--- src/source/cpuPkg.sv ---
`default_nettype none

package cpuPkg;

    localparam int wordSize = 16;

    typedef logic [wordSize-1:0] word;
    typedef logic [1:0] regAddr;

    // JAL and JRL write their return address here
    localparam regAddr linkReg = 2'd2;

    // opcode field, instr[15:12]
    localparam logic [3:0] opBne = 4'd0;
    localparam logic [3:0] opBeq = 4'd1;
    localparam logic [3:0] opBgz = 4'd2;
    localparam logic [3:0] opBlz = 4'd3;
    localparam logic [3:0] opAdi = 4'd4;
    localparam logic [3:0] opOri = 4'd5;
    localparam logic [3:0] opLhi = 4'd6;
    localparam logic [3:0] opLwd = 4'd7;
    localparam logic [3:0] opSwd = 4'd8;
    localparam logic [3:0] opJmp = 4'd9;
    localparam logic [3:0] opJal = 4'd10;
    localparam logic [3:0] opRtype = 4'd15;

    // function field of R-type, instr[5:0]
    localparam logic [5:0] fnAdd = 6'd0;
    localparam logic [5:0] fnSub = 6'd1;
    localparam logic [5:0] fnAnd = 6'd2;
    localparam logic [5:0] fnOrr = 6'd3;
    localparam logic [5:0] fnNot = 6'd4;
    localparam logic [5:0] fnTcp = 6'd5;
    localparam logic [5:0] fnShl = 6'd6;
    localparam logic [5:0] fnShr = 6'd7;
    localparam logic [5:0] fnJpr = 6'd25;
    localparam logic [5:0] fnJrl = 6'd26;

    typedef enum logic [3:0] {
        aluAdd,
        aluSub,
        aluAnd,
        aluOr,
        aluNot,
        aluTcp,
        aluShl,
        aluShr,
        aluPassB,
        aluLhi
    } aluOp;

    // write-back source select
    localparam logic [1:0] wbAlu = 2'd0;
    localparam logic [1:0] wbLoad = 2'd1;
    localparam logic [1:0] wbLink = 2'd2;
    localparam logic [1:0] wbLhi = 2'd3;

    // destination register select
    localparam logic [1:0] dstRt = 2'd0;
    localparam logic [1:0] dstRd = 2'd1;
    localparam logic [1:0] dstLink = 2'd2;

    // next PC select
    localparam logic [1:0] pcSeq = 2'd0;
    localparam logic [1:0] pcBranch = 2'd1;
    localparam logic [1:0] pcJump = 2'd2;
    localparam logic [1:0] pcReg = 2'd3;

    typedef enum logic [2:0] {
        stFetch,
        stFetchWait,
        stExecute,
        stMemory,
        stWriteback
    } cpuState;

endpackage

`default_nettype wire

--- src/source/cpuControl.sv ---
`timescale 1ns/1ps
`default_nettype none

module cpuControl (
    input  wire logic        clk,
    input  wire logic        rstN,
    input  wire cpuPkg::word instr,
    input  wire logic        takeBranch,
    input  wire logic        inputReady,
    input  wire logic        ackOutput,
    output logic             readM,
    output logic             writeM,
    output logic             irLoad,
    output logic             mdrLoad,
    output logic             regWrite,
    output logic             pcLoad,
    output logic [1:0]       writeSel,
    output logic [1:0]       dstSel,
    output logic [1:0]       pcSel,
    output cpuPkg::aluOp     aluOp,
    output logic             aluSrcA,
    output logic             aluSrcB,
    output logic             addrSel
);
    import cpuPkg::*;

    cpuState state;
    logic [3:0] opcode;
    logic [5:0] funct;
    logic [1:0] jumpSel;
    logic writesReg;
    logic isBranch;
    logic isLoad;
    logic isStore;
    logic fetchDone;

    assign opcode = instr[15:12];
    assign funct = instr[5:0];

    // decoder, depends only on the latched instruction
    always_comb begin
        aluOp = aluPassB;
        aluSrcA = 1'b0;
        aluSrcB = 1'b0;
        writeSel = wbAlu;
        dstSel = dstRt;
        jumpSel = pcSeq;
        writesReg = 1'b0;
        isBranch = 1'b0;
        isLoad = 1'b0;
        isStore = 1'b0;
        case (opcode)
            opBne, opBeq, opBgz, opBlz: begin
                // target = incremented PC + offset
                aluOp = aluAdd;
                aluSrcA = 1'b1;
                aluSrcB = 1'b1;
                isBranch = 1'b1;
                jumpSel = pcBranch;
            end
            opAdi: begin
                aluOp = aluAdd;
                aluSrcB = 1'b1;
                writesReg = 1'b1;
            end
            opOri: begin
                aluOp = aluOr;
                aluSrcB = 1'b1;
                writesReg = 1'b1;
            end
            opLhi: begin
                aluOp = aluLhi;
                aluSrcB = 1'b1;
                writeSel = wbLhi;
                writesReg = 1'b1;
            end
            opLwd: begin
                aluOp = aluAdd;
                aluSrcB = 1'b1;
                writeSel = wbLoad;
                writesReg = 1'b1;
                isLoad = 1'b1;
            end
            opSwd: begin
                aluOp = aluAdd;
                aluSrcB = 1'b1;
                isStore = 1'b1;
            end
            opJmp: jumpSel = pcJump;
            opJal: begin
                jumpSel = pcJump;
                writeSel = wbLink;
                dstSel = dstLink;
                writesReg = 1'b1;
            end
            opRtype: begin
                dstSel = dstRd;
                writesReg = 1'b1;
                case (funct)
                    fnAdd: aluOp = aluAdd;
                    fnSub: aluOp = aluSub;
                    fnAnd: aluOp = aluAnd;
                    fnOrr: aluOp = aluOr;
                    fnNot: aluOp = aluNot;
                    fnTcp: aluOp = aluTcp;
                    fnShl: aluOp = aluShl;
                    fnShr: aluOp = aluShr;
                    fnJpr: begin
                        jumpSel = pcReg;
                        writesReg = 1'b0;
                    end
                    fnJrl: begin
                        jumpSel = pcReg;
                        writeSel = wbLink;
                        dstSel = dstLink;
                    end
                    default: writesReg = 1'b0;
                endcase
            end
            default: ;
        endcase
    end

    assign fetchDone = (state == stFetch) && readM && inputReady;
    assign irLoad = fetchDone;
    assign mdrLoad = (state == stMemory) && readM && inputReady;
    assign regWrite = (state == stWriteback) && writesReg;
    assign addrSel = (state == stMemory);
    assign pcSel = (state == stFetch) ? pcSeq : jumpSel;

    // linking jumps load the PC at write-back so the link sees the old PC
    always_comb begin
        case (state)
            stFetch: pcLoad = fetchDone;
            stExecute: pcLoad = isBranch ? takeBranch : (jumpSel != pcSeq) && !writesReg;
            stWriteback: pcLoad = (jumpSel != pcSeq);
            default: pcLoad = 1'b0;
        endcase
    end

    always_ff @(posedge clk) begin
        if (!rstN) begin
            state <= stFetch;
            readM <= 1'b0;
            writeM <= 1'b0;
        end else begin
            case (state)
                stFetch: begin
                    if (!readM) begin
                        readM <= 1'b1;
                    end else if (inputReady) begin
                        readM <= 1'b0;
                        state <= stFetchWait;
                    end
                end
                stFetchWait: begin
                    if (!inputReady) begin
                        state <= stExecute;
                    end
                end
                stExecute: begin
                    if (isLoad) begin
                        readM <= 1'b1;
                        state <= stMemory;
                    end else if (isStore) begin
                        writeM <= 1'b1;
                        state <= stMemory;
                    end else if (writesReg) begin
                        state <= stWriteback;
                    end else begin
                        state <= stFetch;
                    end
                end
                stMemory: begin
                    if (writeM) begin
                        if (ackOutput) begin
                            writeM <= 1'b0;
                            state <= stFetch;
                        end
                    end else if (readM) begin
                        if (inputReady) begin
                            readM <= 1'b0;
                        end
                    end else if (!inputReady) begin
                        state <= stWriteback;
                    end
                end
                stWriteback: state <= stFetch;
                default: state <= stFetch;
            endcase
        end
    end

    noBusOverlap: assert property (@(posedge clk) disable iff (!rstN) !(readM && writeM))
        else $error("readM and writeM high together");

    writeOnlyInWriteback: assert property (@(posedge clk) disable iff (!rstN)
        regWrite |-> state == stWriteback)
        else $error("register write outside write-back");

endmodule

`default_nettype wire

--- config.mk ---
export PLATFORM = sky130hd
export DESIGN_NAME = cpuControl
export DESIGN_NICKNAME = d
export VERILOG_FILES = /design/src/source/cpuPkg.sv /design/src/source/cpuControl.sv
export SDC_FILE = /design/constraint.sdc
export NUM_CORES = 1
export LEC_CHECK = 0
export ABC_AREA = 1
export ABC_CLOCK_PERIOD_IN_PS = 1100
export BUFFER_PORTS_ARGS = -buffer_cell sky130_fd_sc_hd__buf_2
export CORE_MARGIN = 4
export CORE_UTILIZATION = 38
export CTS_CLUSTER_DIAMETER = 80
export DETAILED_ROUTE_END_ITERATION = 10
export PLACE_DENSITY = 0.75
export SYNTH_ARGS = -nofsm -noshare
export SYNTH_HDL_FRONTEND = slang
export SYNTH_SLANG_ARGS = --single-unit
--- constraint.sdc ---
create_clock -name clk -period 1.1 [get_ports clk]
set_clock_uncertainty 0.1 [all_clocks]
set_input_delay 0.11 -clock clk [delete_from_list [all_inputs] [get_ports clk]]
set_output_delay 0.11 -clock clk [all_outputs]
set_load 0.01 [all_outputs]
==> flow_summary_export.csv, run 1 <==
group,metric,value,unit
setup_path,cp.required,0.89,ns
synthesis,ys_ff_latch,5,
floorplan,core_area,0.00158,mm²
status,violations,"negative setup slack",
detailed_routing,drcViolationCount,0,
timing,hold_violations,0,
timing,tightest_slew,0.385,ns
setup_path,r2r-end,"state[0]",
synthesis,synth_top_area_share,22.3,%
power,ir_worst_vdd,1.47,mV
synthesis,yosys_warnings,0,
clock_network,insertion_delay,0.26,ns
synthesis,ys_seq_area_share,15.2,%
floorplan,initial_core_util,41.7,%
detailed_routing,dr.pass1.iters,4,
detailed_routing,vias_per_cell,5.64,
floorplan,die_area,0.00246,mm²
synthesis,synth_most_common_cell,"nand2_1",
finish,final_cell_count_no_fill,210,
setup_path,crit_fanout,4,
detailed_routing,ant_nets,0,
finish,drive_gt1_share,66.5,%
clock_network,cts_buffer_depth,2,
floorplan,die_w,49.6,µm
synthesis,yosys-top-cells-area,"nand2_1, dfxtp_1, nor2_1",
grt,overflow,0,
detailed_routing,vias,1185,
power,switchingPower,0.00115,W
setup_path,reg2reg_from,"state[1]",
clock_network,root_buffer,"clkbuf_4",
timing,setup_viol,16,
power,switching_share,48.0,%
grt,grt_pass1_wl,4150,µm
finish,synthToLayoutAreaGrowth,124,%
clock_network,clkTransAtPathRegs,0.06,ns
synthesis,syn_avg_cell_area,5.13,µm²
detailed_routing,drt_iter0_drc,59,
status,status,"finished with violations",
finish,antennaDiodeCount,0,
power,p_total,0.00239,W
place,port_buffers,33,
synthesis,synth_cell_type_count,22,
setup_path,endpoint,"pcLoad",
clock_network,htreeDepth,1,
clock_network,cts_tree,"done",
grt,grt_max_degree,6,
timing,maxSlewHeadroom,74.2,%
power,p_int,0.00124,W
floorplan,fp-row-count,14,
place,dp_hpwl,1790,µm
timing,tns,-4.23,ns
setup_path,cp-startpoint,"state[1]",
place,place_ws,-0.226,ns
setup_path,reg2reg_depth,9,
setup_path,critPathKind,"reg -> out",
setup_path,regToRegSetupSlack,-0.40,ns
timing,min_period,1.53,ns
power,power_frac_seq,13.2,%
setup_path,crit_path_end_kind,"output pin",
setup_path,arrival,1.32,ns
place,dp_cells,194,
place,place.gp.congestion,0.874,
grt,antenna_found_initial,0,
min_path,hp-class,"in -> reg",
synthesis,synth_fp_nets,149,
finish,fin_area,0.00147,mm²
timing,drv_slew,0,
synthesis,synthTopCellsByCount,"nand2_1, nor2_1, inv_1",
synthesis,synth_top_cell_by_area,"nand2_1",
clock_network,clock_sinks,5,
synthesis,synth_edf_count,0,
timing,max_clock_freq,656,MHz
timing,finalCritPeriodShare,139,%
power,leakage,0.753,nW
detailed_routing,drt_wl_total,3660,µm
timing,rsz0062_at_grt,"true",
floorplan,ios,40,
power,combinationalPowerShare,76.4,%
synthesis,synthCells,128,
setup_path,startpoint_type,"register",
synthesis,synthArstFlopShare,0,%
detailed_routing,wire_per_inst,17.4,µm
power,clockPowerShare,10.5,%
floorplan,die_y,49.6,µm
finish,n_fill_cell,58,
run,cap_viol_max_count,0,
grt,grt_usage,20.7,%
clock_network,cts_buffers,3,
synthesis,synth-main-ff-cell,"dfxtp_1",
timing,worst_slack,-0.425,ns
finish,nNetsFinal,216,
place,postPlaceCellArea,0.00100,mm²
synthesis,syn_area,657,µm²
power,power.density,1620,mW/mm²
grt,grt_pass1_vias,1001,
-- state kept, by name, summed over array words and instances, names as in the netlist --
signal / cells
readM: 1
writeM: 1
state: 3
-- layer usage --
layer	part of all wire (%)	global-route usage, %	wire length, µm	vias up
met5	0	0	0	-
met3	6.5	2.71	236	19
met4	2.7	7.37	98	0
met1	42	26.4	1530	566
li1	-	-	-	538
met2	49	35.2	1790	62
-- how the worst min path moves through the flow --
stage	from	end	slack (ns)	depth (start not counted)
final	inputReady	state[1]	0.08	4
after global routing	inputReady	state[1]	0.08	4
after CTS	rstN	readM	0.01	3
after detailed placement	rstN	readM	0.27	3
after global placement	rstN	readM	0.26	3
after floorplan	rstN	readM	0.12	2
-- placed cells by master (no fill, tap or decap), drive strengths merged, types with 2 or more instances in the layout --
cell type,n
o21ai,5
nand2,42
inv,23
nand4,2
nand3,5
clkbuf,4
buf,61
or2,2
nor3,2
nor2,28
dfxtp,5
a21oi,7
-- worst max-delay path: stages (launching register included) --
cell and delay, ns:
dfxtp_2 0.37, buf_6 0.12, nand2_8 0.06, nor2_4 0.14, buf_6 0.13, nand2_2 0.04
nand2_1 0.06, buf_2 0.12
-- kinds of logic after synthesis --
kind of cell    Yosys count  share of synthesized area, %
compound gates           17                          15.2
simple gates             82                          55.8
flops                     5                          15.2
buf+inv                  24                          13.7
-- area by class of cell --
cell class	instances	area (µm²)	area share, %
inverter	24	105	7.14
timing repair buffer	62	515	35.0
tap	16	20.0	1.36
multi-input combinational	99	698	47.4
sequential	5	108	7.31
clock buffer	4	26.3	1.78
-- per-stage QoR --
step | hold slack (ns) | util [%]
2_1_floorplan | 0.123 | -
3_3_place_gp | 0.257 | 63.7
3_5_place_dp | 0.268 | 63.7
4_1_cts | 0.0113 | 76.2
5_1_grt | 0.0846 | 93.4
6_report | 0.0826 | 93.4
-- power by group through the flow --
stage / Sequential, W / Combinational (W) / Clock (W)
after floorplan: 0.000317 / 0.000611 / 0
after global placement: 0.000307 / 0.00103 / 0
after detailed placement: 0.000309 / 0.00104 / 0
after CTS: 0.000300 / 0.00131 / 0.000231
after global routing: 0.000319 / 0.00191 / 0.000265
final: 0.000314 / 0.00182 / 0.000250
-- repair_timing --
item	4_1_cts	5_1_grt
buffers inserted	6	5
endpoints found under the hold margin	0	1
hold buffers	0	1
pin swaps	11	24
resized for setup	34	62
endpoints found under the setup margin	17	19
(Power assumes the default switching activity.)
==> inputs of run 2 (changes only) <==
- CAP_MARGIN: unset -> 30
- SKIP_CTS_REPAIR_TIMING: unset -> 1
==> run 2 against run 1 <==
Compared with the run above: the flow still finishes with violations (negative setup slack); non-clock buffer count decreased by 2; global-route usage decreased by 2.4 points; register-to-register slack about the same; maximum frequency increased by 0.33%; critical path depth decreased by 1; first-iteration DRC count unchanged; largest cell class unchanged.
==> flow_summary_export.csv, run 2 (synthesized netlist as in run 1, its figures left out) <==
group,metric,value,unit
timing,hold_slack,0.0730,ns
power,power_frac_seq,15.2,%
timing,finalCritPeriodShare,138,%
finish,n_fill_cell,75,
clock_network,cts_buffers,3,
detailed_routing,dr.pass1.iters,4,
power,clockPowerShare,11.1,%
place,place_ws,-0.226,ns
finish,largestRegisters,"state (3), readM (1), writeM (1)",
floorplan,die_w,49.6,µm
setup_path,startpoint_type,"register",
run,cap_viol_max_count,0,
detailed_routing,drt_iter0_drc,59,
grt,antenna_found_initial,0,
grt,grt_pass1_vias,882,
grt,grt_pass1_wl,3610,µm
setup_path,crit_path_end_kind,"output pin",
min_path,hp-class,"in -> reg",
timing,min_period,1.52,ns
floorplan,die_area,0.00246,mm²
detailed_routing,ant_nets,0,
clock_network,cts_buffer_depth,2,
detailed_routing,drt_wl_total,3380,µm
status,violations,"negative setup slack",
timing,drv_slew,0,
setup_path,critPathKind,"reg -> out",
detailed_routing,vias_per_cell,5.62,
status,status,"finished with violations",
place,place.gp.congestion,0.874,
detailed_routing,met3WireLength,373,µm
finish,regMostFlops,"state",
clock_network,insertion_delay,0.26,ns
setup_path,crit_fanout,5,
power,power.density,1550,mW/mm²
timing,setup_viol,18,
clock_network,root_buffer,"clkbuf_4",
detailed_routing,drt-met1-wl,1280,µm
finish,mostFrequentLayoutCell,"nand2_1",
clock_network,clkTransAtPathRegs,0.06,ns
clock_network,cts_tree,"done",
power,p_int,0.00114,W
setup_path,cp.required,0.89,ns
power,combinationalPowerShare,73.7,%
timing,hold_violations,0,
detailed_routing,dr_wl_met2,1540,µm
place,port_buffers,33,
place,dp_hpwl,1790,µm
grt,grt_max_degree,6,
floorplan,core_area,0.00158,mm²
setup_path,reg2reg_from,"state[1]",
power,ir_worst_vdd,1.26,mV
floorplan,fp-row-count,14,
power,switchingPower,0.00105,W
setup_path,arrival,1.31,ns
timing,tightest_slew,0.257,ns
clock_network,htreeDepth,1,
finish,layout_common_cells,"nand2_1, buf_2, buf_4",
power,switching_share,47.9,%
floorplan,initial_core_util,41.7,%
finish,nNetsFinal,214,
setup_path,regToRegSetupSlack,-0.41,ns
finish,largest_reg_flops,3,
finish,antennaDiodeCount,0,
clock_network,clock_sinks,5,
floorplan,die_y,49.6,µm
detailed_routing,wire_per_inst,16.2,µm
timing,rsz0062_at_grt,"true",
setup_path,cp-startpoint,"state[0]",
detailed_routing,drcViolationCount,0,
floorplan,ios,40,
setup_path,r2r-end,"state[2]",
setup_path,endpoint,"mdrLoad",
setup_path,reg2reg_depth,11,
timing,worst_slack,-0.420,ns
finish,drive_gt1_share,62.5,%
timing,max_clock_freq,658,MHz
detailed_routing,highest_layer,"met4",
grt,grt_usage,18.3,%
timing,maxSlewHeadroom,82.8,%
finish,synthToLayoutAreaGrowth,115,%
power,leakage,0.728,nW
grt,overflow,0,
detailed_routing,vias,1168,
## run 2: cell count changes in the layout (fill, tap and decap cells not counted), sizes merged
cell  before  now
buf       61   59
## run 2: power groups by stage
| stage | registers (W) | logic (W) | clock network, W |
|---|---|---|---|
| floorplan | 0.000317 | 0.000611 | 0 |
| global placement | 0.000307 | 0.00103 | 0 |
| detailed placement | 0.000309 | 0.00104 | 0 |
| CTS | 0.000306 | 0.00105 | 0.000231 |
| global route | 0.000344 | 0.00169 | 0.000262 |
| finish | 0.000333 | 0.00161 | 0.000243 |
## run 2: stage by stage
step | area, µm² | total power [W] | std cells | setup TNS (ns) | utilization (%)
2_1_floorplan | 679 | 0.000928 | 128 | -0.459 | -
3_3_place_gp | 1000 | 0.00133 | 194 | -1.52 | 63.7
3_5_place_dp | 1000 | 0.00135 | 194 | -1.92 | 63.7
4_1_cts | 1030 | 0.00159 | 198 | -3.46 | 65.4
5_1_grt | 1410 | 0.00230 | 208 | -5.34 | 89.4
6_report | 1410 | 0.00218 | 208 | -4.24 | 89.4
## run 2: cell type report
class	instances	area [µm²]	area share, %
clock buffers	4	26.3	1.86
inverters	24	108	7.63
multi-input cells	99	663	47.0
flip-flops and latches	5	113	7.99
well taps	16	20.0	1.42
repair buffers	60	480	34.1
## run 2: worst min path at each step
stage                     cells past startpoint     end       from
after detailed placement                      3   readM       rstN
after global placement                        3   readM       rstN
final                                         4  writeM  ackOutput
after global routing                          4  writeM  ackOutput
after floorplan                               2   readM       rstN
after CTS                                     3   readM       rstN
## run 2: routing by layer
layer | global-route usage (%) | vias to the layer above
li1 | - | 529
met2 | 30.8 | 91
met1 | 23.4 | 520
met5 | 0 | -
met3 | 3.31 | 28
met4 | 5.53 | 0
## run 2: worst max-delay path, stage by stage, from the launching register on
cell	delay, ns
dfxtp_4	0.37
inv_4	0.04
buf_6	0.11
nor2_4	0.19
inv_4	0.09
nor2_4	0.14
buf_6	0.11
==> inputs of run 3 (changes only) <==
--- a/config.mk
+++ b/config.mk
@@ -7,12 +7,12 @@
 export LEC_CHECK = 0
 export ABC_AREA = 1
-export ABC_CLOCK_PERIOD_IN_PS = 1100
+export ABC_CLOCK_PERIOD_IN_PS = 1800
 export BUFFER_PORTS_ARGS = -buffer_cell sky130_fd_sc_hd__buf_2
 export CAP_MARGIN = 30
 export CORE_MARGIN = 4
-export CORE_UTILIZATION = 38
+export CORE_UTILIZATION = 45
 export CTS_CLUSTER_DIAMETER = 80
 export DETAILED_ROUTE_END_ITERATION = 10
-export PLACE_DENSITY = 0.75
+export PLACE_DENSITY = 0.83
 export SKIP_CTS_REPAIR_TIMING = 1
 export SYNTH_ARGS = -nofsm -noshare
==> constraint.sdc (replaced) <==
create_clock -name clk -period 1.8 [get_ports clk]
set_clock_uncertainty 0.1 [all_clocks]
set_input_delay 0.36 -clock clk [delete_from_list [all_inputs] [get_ports clk]]
set_output_delay 0.36 -clock clk [all_outputs]
set_load 0.01 [all_outputs]
==> run 3 against run 2 <==
Compared with the run above: the run now ends clean; final area fell by 33%; global-route usage fell by 0.53 points; setup slack improved by 0.43 ns; final cell count fell by 12%; die area fell by 13%; power fell by 63%.
==> flow_summary_export.csv, run 3 (synthesized netlist as in run 1, its figures left out) <==
group,metric,value,unit
status,status,"completed",
place,port_buffers,33,
floorplan,die_y,46.2,µm
floorplan,initial_core_util,49.2,%
grt,grt_usage,17.8,%
grt,overflow,0,
setup_path,r2r-end,"readM",
setup_path,startpoint_type,"input port",
setup_path,reg2reg_from,"state[2]",
finish,largestRegisters,"state (3), readM (1), writeM (1)",
floorplan,die_area,0.00213,mm²
finish,largest_reg_flops,3,
power,ir_worst_vdd,0.590,mV
finish,fin_area,951,µm²
grt,grt_max_degree,6,
finish,drive_gt1_share,38.7,%
place,place_ws,0.0123,ns
setup_path,crit_path_end_kind,"output pin",
min_path,hp-class,"in -> reg",
finish,final_cell_count_no_fill,183,
grt,grt_pass1_wl,2770,µm
floorplan,ios,40,
power,switching_share,48.2,%
clock_network,cts_tree,"done",
timing,rsz0062_at_grt,"true",
timing,tns,0,ns
finish,regMostFlops,"state",
clock_network,clkTransAtPathRegs,0.04,ns
timing,worst_slack,0.0138,ns
setup_path,cp.required,1.34,ns
finish,n_fill_cell,120,
clock_network,insertion_delay,0.24,ns
setup_path,crit_fanout,5,
finish,mostFrequentLayoutCell,"nand2_1",
detailed_routing,vias,911,
finish,layout_common_cells,"nand2_1, buf_2, inv_1",
power,p_int,0.000424,W
power,p_total,0.000818,W
place,postPlaceCellArea,848,µm²
power,switchingPower,0.000395,W
finish,synthToLayoutAreaGrowth,44.8,%
grt,grt_pass1_vias,737,
timing,hold_violations,0,
timing,max_clock_freq,560,MHz
min_path,holdPathStages,3,
detailed_routing,drcViolationCount,0,
timing,finalCritPeriodShare,99.2,%
detailed_routing,drt_wl_total,1910,µm
clock_network,cts_buffers,3,
setup_path,critPathKind,"in -> out",
setup_path,arrival,1.33,ns
power,leakage,0.548,nW
setup_path,reg2reg_depth,8,
grt,antenna_found_initial,0,
setup_path,regToRegSetupSlack,0.41,ns
finish,antennaDiodeCount,0,
clock_network,htreeDepth,1,
power,power.density,861,mW/mm²
run,cap_viol_max_count,0,
floorplan,fp-row-count,13,
place,place.gp.congestion,0.837,
timing,drv_slew,0,
detailed_routing,ant_nets,0,
floorplan,die_w,46.2,µm
detailed_routing,dr.pass1.iters,4,
detailed_routing,vias_per_cell,4.98,
place,dp_cells,177,
timing,maxSlewHeadroom,81.7,%
detailed_routing,wire_per_inst,10.4,µm
min_path,holdPathEnd,"readM",
place,dp_hpwl,1510,µm
detailed_routing,drt_iter0_drc,20,
timing,tightest_slew,0.273,ns
clock_network,cts_buffer_depth,2,
power,combinationalPowerShare,62.3,%
power,power_frac_seq,22.1,%
finish,nNetsFinal,190,
power,clockPowerShare,15.7,%
clock_network,clock_sinks,5,
timing,setup_viol,0,
clock_network,root_buffer,"clkbuf_4",
timing,min_period,1.79,ns
floorplan,core_area,0.00133,mm²
min_path,hp-start,"rstN",
[run 3: cell types whose count changed in the layout (fill, tap and decap cells not counted), moves of 4 or more]
cell | before | now
buf_4 | 21 | 5
buf_6 | 10 | 2
inv_1 | 12 | 19
nor2_1 | 11 | 18
nand2_1 | 32 | 38
nor2_4 | 11 | 5
buf_12 | 4 | 0
buf_2 | 24 | 28
inv_2 | 9 | 5
nand2_4 | 4 | 0
[run 3: per-stage QoR]
| step | util, % | hold slack, ns |
|---|---|---|
| global placement | 63.6 | 0.395 |
| finish | 71.3 | 0.272 |
| CTS | 65.6 | 0.266 |
| global route | 71.3 | 0.267 |
| detailed placement | 63.6 | 0.431 |
| floorplan | - | 0.378 |
[run 3: worst max-delay path by stage]
| stage | slack (ns) | to | start |
|---|---|---|---|
| after CTS | -0.02 | pcLoad | state[0] |
| after floorplan | 0.27 | pcLoad | instr[2] |
| after global placement | 0.03 | writeSel[1] | instr[15] |
| final | 0.01 | writeSel[1] | instr[15] |
| after detailed placement | 0.01 | pcLoad | instr[2] |
| after global routing | -0.04 | pcLoad | instr[5] |
[run 3: worst max-delay path, cell delays in order]
cell,delay (ns)
buf_4,0.14
inv_2,0.07
nor2_2,0.04
inv_1,0.06
nor2_2,0.04
a31o_2,0.22
or2_2,0.28
buf_6,0.12
[run 3: power by group through the flow]
stage                     Combinational, W  Clock (W)  Sequential [W]
final                             0.000510   0.000128        0.000181
after floorplan                   0.000345          0        0.000179
after global placement            0.000465          0        0.000179
after global routing              0.000580   0.000135        0.000188
after CTS                         0.000475   0.000131        0.000178
after detailed placement          0.000472          0        0.000180
[run 3: layout make-up]
cell class,instances,area (µm²),area share [%]
multi-input combinational,99,499,52.5
timing repair buffer,36,215,22.6
sequential,5,101,10.7
inverter,24,90.1,9.47
clock buffer,4,26.3,2.76
tap,15,18.8,1.97
[run 3: per-layer routing]
layer  wire length [µm]  vias to the layer above  global-route usage, %
met5                  0                        -                      0
met2                962                       33                   31.0
met3                129                        6                   1.17
met1                770                      391                   20.9
li1                   -                      481                      -
met4                 42                        0                   10.2
